File: src/common/clint_macros.svh
`ifndef CLINT_MACROS_SVH
`define CLINT_MACROS_SVH

// Number of hart slices. The hart field is 4 bits wide, so 1 to 16 are legal.
`define CLINT_NUM_HARTS 4

// Device code in the address that selects the CLINT.
`define CLINT_DEV_ID 4'h1

// Real-time tick period in core clock cycles, must fit in 5 bits.
`define CLINT_RTC_DIV 10

// Register offsets within a hart's window.
`define CLINT_MSIP_OFS     16'h0000
`define CLINT_MTIMECMP_OFS 16'h4000
`define CLINT_MTIME_OFS    16'hbff8
`define CLINT_MEIP_OFS     16'hb000 // Stand-in for a platform interrupt controller.

`endif

File: src/common/clint_pkg.sv
package clint_pkg;

  // Message type.
  // Only plain reads and writes reach the CLINT.
  typedef enum logic [1:0] {
    e_op_read  = 2'b00,
    e_op_write = 2'b01
  } clint_op_e;

  // Decoded view of a physical address.
  typedef struct packed {
    logic [7:0]  upper; // Ignored by the decoder.
    logic [3:0]  dev;
    logic [3:0]  hart;
    logic [15:0] offset;
  } clint_addr_fields_s;

  // Same 32 bits seen either as a raw address or as fields.
  typedef union packed {
    logic [31:0]        raw;
    clint_addr_fields_s fields;
  } clint_addr_u;

  // Used for both command and response.
  typedef struct packed {
    clint_op_e   op;
    clint_addr_u addr;
    logic [63:0] data;
  } clint_msg_s;

  // Register selector inside a slice.
  typedef enum logic [1:0] {
    e_reg_msip     = 2'd0,
    e_reg_mtimecmp = 2'd1,
    e_reg_mtime    = 2'd2,
    e_reg_meip     = 2'd3
  } clint_reg_e;

endpackage

File: src/logic/rtc_strobe.sv
`timescale 1ns/100ps
`include "clint_macros.svh"

module rtc_strobe (
  input  logic clk_i,
  input  logic rst_n_i,
  output logic tick_o
);

  localparam logic [4:0] reload_val = 5'(`CLINT_RTC_DIV - 1);

  logic [4:0] cnt_r;

  // Counts down and reloads on wrap.
  always_ff @(posedge clk_i or negedge rst_n_i) begin
    if (!rst_n_i) begin
      cnt_r <= reload_val;
    end else if (cnt_r == 5'd0) begin
      cnt_r <= reload_val;
    end else begin
      cnt_r <= cnt_r - 5'd1;
    end
  end

  assign tick_o = (cnt_r == 5'd0); // One cycle per period.

endmodule

File: src/logic/clint_cmd_router.sv
`timescale 1ns/100ps
`include "clint_macros.svh"

module clint_cmd_router (
  input  clint_pkg::clint_msg_s                   cmd_i,
  input  logic                                    cmd_valid_i,
  output logic                                    cmd_ready_o,

  input  logic                                    resp_ready_i,
  output clint_pkg::clint_msg_s                   resp_o,
  output logic                                    resp_valid_o,

  output logic [`CLINT_NUM_HARTS-1:0]             slice_valid_o,
  input  logic [`CLINT_NUM_HARTS-1:0][63:0]       slice_rdata_i,
  input  logic [`CLINT_NUM_HARTS-1:0]             slice_hit_i
);

  clint_pkg::clint_addr_fields_s addr_f;
  logic                          xfer;
  logic                          dev_match;
  logic                          hart_ok;
  logic                          sel_hit;
  logic [63:0]                   sel_rdata;

  // No response buffer, so a command goes only when its response can go too.
  assign cmd_ready_o  = resp_ready_i;
  assign resp_valid_o = cmd_valid_i & resp_ready_i;
  assign xfer         = cmd_valid_i & resp_ready_i;

  assign addr_f    = cmd_i.addr.fields;
  assign dev_match = (addr_f.dev == `CLINT_DEV_ID);
  assign hart_ok   = ({1'b0, addr_f.hart} < 5'(`CLINT_NUM_HARTS));

  // Steer valid to the addressed slice and pick up its read data.
  always_comb begin
    slice_valid_o = '0;
    sel_hit       = 1'b0;
    sel_rdata     = '0;
    for (int h = 0; h < `CLINT_NUM_HARTS; h++) begin
      if (addr_f.hart == 4'(h)) begin
        slice_valid_o[h] = xfer & dev_match & hart_ok;
        sel_hit          = slice_hit_i[h];
        sel_rdata        = slice_rdata_i[h];
      end
    end
  end

  // Echo op and addr.
  // Unmapped accesses read as zero.
  always_comb begin
    resp_o.op   = cmd_i.op;
    resp_o.addr = cmd_i.addr;
    if (dev_match && hart_ok && sel_hit) begin
      resp_o.data = sel_rdata; // Old value on a write.
    end else begin
      resp_o.data = '0;
    end
  end

endmodule

File: src/clint/clint_slice.sv
`timescale 1ns/100ps
`include "clint_macros.svh"

module clint_slice (
  input  logic                  clk_i,
  input  logic                  rst_n_i,
  input  logic                  tick_i,

  input  clint_pkg::clint_msg_s cmd_i,
  input  logic                  cmd_valid_i,

  output logic [63:0]           rdata_o,
  output logic                  hit_o,

  output logic                  software_irq_o,
  output logic                  timer_irq_o,
  output logic                  external_irq_o
);

  clint_pkg::clint_reg_e reg_sel;
  logic                  wr_en;
  logic                  mtime_we;
  logic                  mtimecmp_we;
  logic                  msip_we;
  logic                  meip_we;

  logic [63:0]           mtime_r;
  logic [63:0]           mtimecmp_r;
  logic                  msip_r;
  logic                  meip_r;

  // Offset decode.
  always_comb begin
    reg_sel = clint_pkg::e_reg_msip;
    hit_o   = 1'b1;
    case (cmd_i.addr.fields.offset)
      `CLINT_MSIP_OFS:     reg_sel = clint_pkg::e_reg_msip;
      `CLINT_MTIMECMP_OFS: reg_sel = clint_pkg::e_reg_mtimecmp;
      `CLINT_MTIME_OFS:    reg_sel = clint_pkg::e_reg_mtime;
      `CLINT_MEIP_OFS:     reg_sel = clint_pkg::e_reg_meip;
      default:             hit_o   = 1'b0;
    endcase
  end

  // Valid from the router already includes the handshake.
  assign wr_en = cmd_valid_i & hit_o & (cmd_i.op == clint_pkg::e_op_write);

  assign mtime_we    = wr_en & (reg_sel == clint_pkg::e_reg_mtime);
  assign mtimecmp_we = wr_en & (reg_sel == clint_pkg::e_reg_mtimecmp);
  assign msip_we     = wr_en & (reg_sel == clint_pkg::e_reg_msip);
  assign meip_we     = wr_en & (reg_sel == clint_pkg::e_reg_meip);

  // A write beats the tick in the same cycle.
  always_ff @(posedge clk_i or negedge rst_n_i) begin
    if (!rst_n_i) begin
      mtime_r <= '0;
    end else if (mtime_we) begin
      mtime_r <= cmd_i.data;
    end else if (tick_i) begin
      mtime_r <= mtime_r + 64'd1;
    end
  end

  always_ff @(posedge clk_i or negedge rst_n_i) begin
    if (!rst_n_i) begin
      mtimecmp_r <= '1; // Timer interrupt off.
    end else if (mtimecmp_we) begin
      mtimecmp_r <= cmd_i.data;
    end
  end

  always_ff @(posedge clk_i or negedge rst_n_i) begin
    if (!rst_n_i) begin
      msip_r <= 1'b0;
    end else if (msip_we) begin
      msip_r <= cmd_i.data[0];
    end
  end

  always_ff @(posedge clk_i or negedge rst_n_i) begin
    if (!rst_n_i) begin
      meip_r <= 1'b0;
    end else if (meip_we) begin
      meip_r <= cmd_i.data[0];
    end
  end

  // Current value of the addressed register.
  always_comb begin
    rdata_o = '0;
    if (hit_o) begin
      case (reg_sel)
        clint_pkg::e_reg_msip:     rdata_o = {63'd0, msip_r};
        clint_pkg::e_reg_mtimecmp: rdata_o = mtimecmp_r;
        clint_pkg::e_reg_mtime:    rdata_o = mtime_r;
        clint_pkg::e_reg_meip:     rdata_o = {63'd0, meip_r};
        default:                   rdata_o = '0;
      endcase
    end
  end

  assign software_irq_o = msip_r;
  assign timer_irq_o    = (mtime_r >= mtimecmp_r);
  assign external_irq_o = meip_r;

endmodule

File: src/clint/clint_top.sv
`timescale 1ns/100ps
`include "clint_macros.svh"

module clint_top (
  input  logic                        clk_i,
  input  logic                        rst_n_i,

  input  clint_pkg::clint_msg_s       cmd_i,
  input  logic                        cmd_valid_i,
  output logic                        cmd_ready_o,

  output clint_pkg::clint_msg_s       resp_o,
  output logic                        resp_valid_o,
  input  logic                        resp_ready_i,

  output logic [`CLINT_NUM_HARTS-1:0] software_irq_o,
  output logic [`CLINT_NUM_HARTS-1:0] timer_irq_o,
  output logic [`CLINT_NUM_HARTS-1:0] external_irq_o
);

  logic                              tick;
  logic [`CLINT_NUM_HARTS-1:0]       slice_valid;
  logic [`CLINT_NUM_HARTS-1:0][63:0] slice_rdata;
  logic [`CLINT_NUM_HARTS-1:0]       slice_hit;

  rtc_strobe strobe ( // Shared by all harts.
    .clk_i   (clk_i),
    .rst_n_i (rst_n_i),
    .tick_o  (tick)
  );

  clint_cmd_router router (
    .cmd_i         (cmd_i),
    .cmd_valid_i   (cmd_valid_i),
    .cmd_ready_o   (cmd_ready_o),
    .resp_ready_i  (resp_ready_i),
    .resp_o        (resp_o),
    .resp_valid_o  (resp_valid_o),
    .slice_valid_o (slice_valid),
    .slice_rdata_i (slice_rdata),
    .slice_hit_i   (slice_hit)
  );

  for (genvar h = 0; h < `CLINT_NUM_HARTS; h++) begin : gen_slice
    clint_slice slice (
      .clk_i          (clk_i),
      .rst_n_i        (rst_n_i),
      .tick_i         (tick),
      .cmd_i          (cmd_i),
      .cmd_valid_i    (slice_valid[h]),
      .rdata_o        (slice_rdata[h]),
      .hit_o          (slice_hit[h]),
      .software_irq_o (software_irq_o[h]),
      .timer_irq_o    (timer_irq_o[h]),
      .external_irq_o (external_irq_o[h])
    );
  end

endmodule

File: config.mk
export PLATFORM = sky130hd
export DESIGN_NAME = clint_top
export DESIGN_NICKNAME = d
export VERILOG_FILES = /design/src/common/clint_pkg.sv /design/src/logic/rtc_strobe.sv /design/src/logic/clint_cmd_router.sv /design/src/clint/clint_slice.sv /design/src/clint/clint_top.sv
export VERILOG_INCLUDE_DIRS = /design/src /design/src/common
export SDC_FILE = /design/constraint.sdc
export NUM_CORES = 2
export LEC_CHECK = 0
export ABC_AREA = 1
export BUFFER_PORTS_ARGS = -buffer_cell sky130_fd_sc_hd__buf_2
export CAP_MARGIN = 20
export CORE_MARGIN = 10
export CORE_UTILIZATION = 45
export CTS_CLUSTER_SIZE = 28
export DETAILED_ROUTE_END_ITERATION = 12
export HOLD_SLACK_MARGIN = 0.06
export SYNTH_ARGS = -nofsm -noshare
export SYNTH_HDL_FRONTEND = slang
export SYNTH_SLANG_ARGS = --single-unit
File: constraint.sdc
create_clock -name clk_i -period 2.3 [get_ports clk_i]
set_input_delay 0 -clock clk_i [delete_from_list [all_inputs] [get_ports clk_i]]
set_output_delay 0 -clock clk_i [all_outputs]
set_load 0.01 [all_outputs]
# Word level (Yosys, flattened, before mapping)
# Index checks and enable logic that the tools add are counted.
# word_totals
reg_bits,525
latchBits,0
ramBits,0
rom_bits,0
input_bits,102
out_inout_bits,112
wordCells,108
memories,0
# classes
add_sub_neg,5
mul,0
n_div,0
magnitude_cmp,5
n_eq_ne,11
shift,0
muxes,32
n_bitwise,27
n_reduce_logical,11
# ops
cell,n
2-to-1 mux 64 bit,17
case mux 64 bit (4 select lines),4
adder 64 x 1 -> 64 bit (second input constant),4
greater-or-equal comparator 64 bit,4
equality test 16 bit (second input constant),2
AND 1 bit,27
equality test 16 x 15 -> 1 bit (second input constant),1
logical NOT 16 bit,1
2-to-1 mux 1 bit,9
equality test 4 x 1 -> 1 bit (second input constant),2
equality test 4 x 2 -> 1 bit (second input constant),2
nonzero test 2 bit,4
case mux 2 bit (3 select lines),1
logical NOT 5 bit,1
2-to-1 mux 5 bit,1
subtractor 5 x 1 -> 5 bit (second input constant),1
equality test 2 x 1 -> 1 bit (second input constant),2
equality test 2 bit (second input constant),2
logical NOT 4 bit,1
< comparator 4 x 3 -> 1 bit (second input constant),1
OR reduction 4 bit,1
logical AND 1 bit,2
logical NOT 2 bit,1

# Logic depth before layout (Yosys ltp)
# logic_depth
word_depth,10
depth_mapped,15

# Hierarchy
# From an unflattened synthesis, not the netlist that was laid out.
# hier_totals
cells_unflattened,6709
area_unflattened_um2,43185.2
# by_module_without_submodules
mod,n_inst,cells_per_inst,area_each_um2
clint_slice,4,1542,10097.2
clint_cmd_router,1,512,2557.5
rtc_strobe,1,29,239.0

# Least setup slack after synthesis
# Ideal clock, no wire load.
# synth_timing
path_kind,reg2reg
startpoint,reg strobe.cnt_r[0]
endpoint,reg gen_slice[1].slice.mtime_r[4]
setup_ps,120
arrival_ps,1863
t_required_ps,2180
slack_ps,317
path_stages_with_launch,12
cell_sequence,dfstp_2 > inv_1 > ha_1 > inv_1 > nor3_1 > nand2_1 > buf_2 > clkbuf_1 > nor2_1 > xor2_1 > o21ai_0 > inv_1
# synth_via
elab_chain_cells,2
# synth_rtl
element,line,text
start: declaration,rtc_strobe.sv:12,logic [4:0] cnt_r;
start signal: assignment,rtc_strobe.sv:17,cnt_r <= reload_val;
start signal: assignment,rtc_strobe.sv:19,cnt_r <= reload_val;
start signal: assignment,rtc_strobe.sv:21,cnt_r <= cnt_r - 5'd1;
logical NOT 5 bit,rtc_strobe.sv:25,assign tick_o = (cnt_r == 5'd0);
nonzero test 2 bit (no source line),--,
end signal: assignment,clint_slice.sv:58,mtime_r <= cmd_i.data;
end signal: assignment,clint_slice.sv:60,mtime_r <= mtime_r + 64'd1;
end: declaration,clint_slice.sv:27,logic [63:0] mtime_r;
# No other way between the ends.
# A chain may end at the register's enable or synchronous reset.

# Worst setup path in the final report
# layout_timing
startpoint,reg gen_slice[1].slice.mtimecmp_r[43]
endpoint,out timer_irq_o[1]
# layout_via
elab_chain_cells,1
# layout_rtl
element,line,text
start: declaration,clint_slice.sv:28,logic [63:0] mtimecmp_r;
start signal: assignment,clint_slice.sv:68,mtimecmp_r <= cmd_i.data;
greater-or-equal comparator 64 bit,clint_slice.sv:103,assign timer_irq_o = (mtime_r >= mtimecmp_r);
end: declaration,clint_top.sv:17,"output logic [`CLINT_NUM_HARTS-1:0] timer_irq_o,"
# No other way between the ends.

==> impl_metrics.tcl <==
set metrics [dict create \
    fill_cells 8754 \
    rows 110 \
    grt_setup_unrepaired "yes" \
    worstHoldPathType "primary input to flop" \
    vias_per_cell 5.88 \
    netlist.area_leader.share_pct 16.7 \
    design.core.area_mm2 0.0897 \
    finClkSkew_ps 25.5 \
    synthCells 5941 \
    synth.largest_area_cell "dfstp_2" \
    crit_required_ps 2300 \
    clock_path_buffers 3 \
    finalHoldViolCount 0 \
    placed_area_mm2 0.0462 \
    grt_pass1_wl_um 306000 \
    dieArea_mm2 0.103 \
    finalCriticalPeriod_ps 2780 \
    maxSlewViolCount 0 \
    synth-async-reset-ratio_pct 100 \
    tns_ps -1860 \
    stdcell_area_mm2 0.0509 \
    synth_area_leaders "dfstp_2, dfrtp_1, nand2_1, ha_1, inv_1" \
    violations "setup timing" \
    cts_tree "built" \
    antenna_found_initial 1 \
    fin_crit_sh_pct 121 \
    track_usage_pct 40.9 \
    cp-start-kind "flop" \
    place_hpwl_um 173000 \
    crit_fanout 2 \
    endpoint_kind "output pin" \
    cts_sinks 525 \
    ys_ff_latch 525 \
    io_buffers 197 \
    clockRootBuffer "clkbuf_16" \
    dpl_worst_slack_ps -245 \
    max_slew_margin_pct 54.9 \
    critPathKind "flop to output pin" \
    htree_num_levels 3 \
    vdd_drop_max_mv 0.834 \
    grt_overflow 0 \
    setup_ws_ps -480 \
    hold_slack_ps 36.6 \
    clock_latency_ps 670 \
    synth_nets 6304 \
    synth_area_mm2 0.0406 \
    drc 0 \
    wl_um 216000 \
    synth_warnings 0 \
    drv_cap 0 \
    synth-edff-count 0 \
    numCtsBuffers 70 \
    nNetsFinal 6903 \
    syn_to_final_growth_pct 25.3 \
    worstMarginPinSlew_ps 677 \
    ios 214 \
    ys_types 40 \
    route.detailed.wl_per_inst_um 27.8 \
    drt_iter0_drc 5969 \
    dieWidth_um 320 \
    grt_pass1_vias 43616 \
    outcome "finished, violations left" \
    synth_common_cells "nand2_1, inv_1, nor2_1" \
    syn_area_per_cell_um2 6.84 \
    yosysMostFrequentCell "nand2_1" \
    antenna_left 0 \
    synth_ff_type "dfrtp_1" \
    antennaDiodeCount 0 \
    grt_max_degree 129 \
    firstDrtPassIters 9 \
    initial_utilization_pct 45.3 \
    globalplace.congestion 1.06 \
    die_y_um 320 \
    arrival_ps 2780 \
    via_count 45704 \
    setup_viol 7 \
    power_density_mw_per_mm2 438 \
    seq_area_frac_synth_pct 33.1 \
    fmax_mhz 360 \
    cts.clk_slew.worst_paths_ps 60 \
    post_route_cells_drive_above_1_share_pct 21.3 \
    p_leak_nw 20.9 \
]
-- logic make-up after synthesis --
group           count (synthesis)  synth area share [%]
simple gates                 2948                  29.8
buf+inv                      1031                  10.6
compound gates                995                  14.5
flops                         525                  33.1
fa+ha+maj                     261                  8.04
xor+xnor                      181                  3.90
-- placed cells by master, fill, tap and decap left out, types with 13 or more instances in the layout --
master	instances
nand2_1	1704
inv_1	694
nor2_1	552
buf_4	468
nand3_1	325
o21ai_1	273
dfrtp_1	261
dfstp_2	258
ha_1	218
buf_2	189
xor2_1	170
a21oi_1	169
o211ai_1	158
o21ai_0	146
nor3_1	131
o221ai_1	97
o22ai_1	92
nand4_1	78
clkbuf_16	77
dlygate4sd3_1	76
inv_2	56
buf_12	53
ha_4	42
a21oi_2	40
nand2_2	38
nor2_2	24
nand3_2	23
nor2_4	17
clkinv_2	16
clkbuf_1	13
buf_6	13
-- report_power, final --
| part | switching [W] | internal [W] | leakage, nW |
|---|---|---|---|
| Clock | 0.00482 | 0.00698 | 1.20 |
| Combinational | 0.000932 | 0.000290 | 13.6 |
| Sequential | 0.0000000000280 | 0.00926 | 6.12 |
| Total | 0.00575 | 0.0165 | 20.9 |
-- state kept, by name, indices dropped and copies added, names as in the netlist --
name                            flops
strobe.cnt_r                        5
gen_slice.slice.mtime_r           256
gen_slice.slice.software_irq_o      4
gen_slice.slice.external_irq_o      4
gen_slice.slice.mtimecmp_r        256
-- layer usage --
metal	wire length, um	global-route usage (%)	vias up
li1	-	-	20655
met1	86900	53.5	21651
met2	87400	58.1	2799
met3	24900	11.7	597
met4	17000	26.8	2
met5	16	0	-
-- what timing repair did --
item	in CTS	in global routing
gates resized for setup	216	96
endpoints found under the hold margin	911	0
pin swaps	84	31
endpoints found under the setup margin	25	232
setup buffers	8	11
hold buffers	78	0
cloned	0	1
-- per-stage QoR --
stage / total power [W] / utilization, % / cells
after floorplan: 0.00968 / - / 5941
after global placement: 0.0105 / 51.5 / 7552
after detailed placement: 0.0105 / 51.5 / 7552
after CTS: 0.0223 / 56.2 / 7763
after global routing: 0.0227 / 56.7 / 7773
final: 0.0223 / 56.7 / 7773
-- critical path, stage by stage, from the launching register on --
cell and delay (ps):
dfstp_2 550, inv_2 60, ha_4 280, nand2_4 60
nor4_4 270, buf_4 180, nand3_4 130, nor2_4 150
nand4_1 160, nand3_4 160, buf_6 120
-- area by class of cell --
type	count	area, um^2	share of cell area [%]
timing repair buffer	802	6480	12.7
multi-input combinational	4385	24200	47.6
clock inverter	28	298	0.585
tap	1176	1470	2.89
clock buffer	101	2120	4.16
inverter	756	2850	5.61
sequential	525	13500	26.5
-- worst paths after layout --
path,start,to,slack [ps],cells past startpoint
max,gen_slice[1].slice.mtimecmp_r[43],timer_irq_o[1],-480,10
min,cmd_i[80],gen_slice[2].slice.mtime_r[3],40,7
max reg2reg,gen_slice[1].slice.mtime_r[22],gen_slice[1].slice.mtime_r[56],-20,9
min reg2reg,gen_slice[0].slice.mtimecmp_r[5],gen_slice[0].slice.mtimecmp_r[5],470,2
max in group asynchronous,rst_n_i,gen_slice[3].slice.mtimecmp_r[25],1590,4
min in group asynchronous,rst_n_i,gen_slice[0].slice.mtime_r[0],130,3
(Power assumes the default switching activity.)
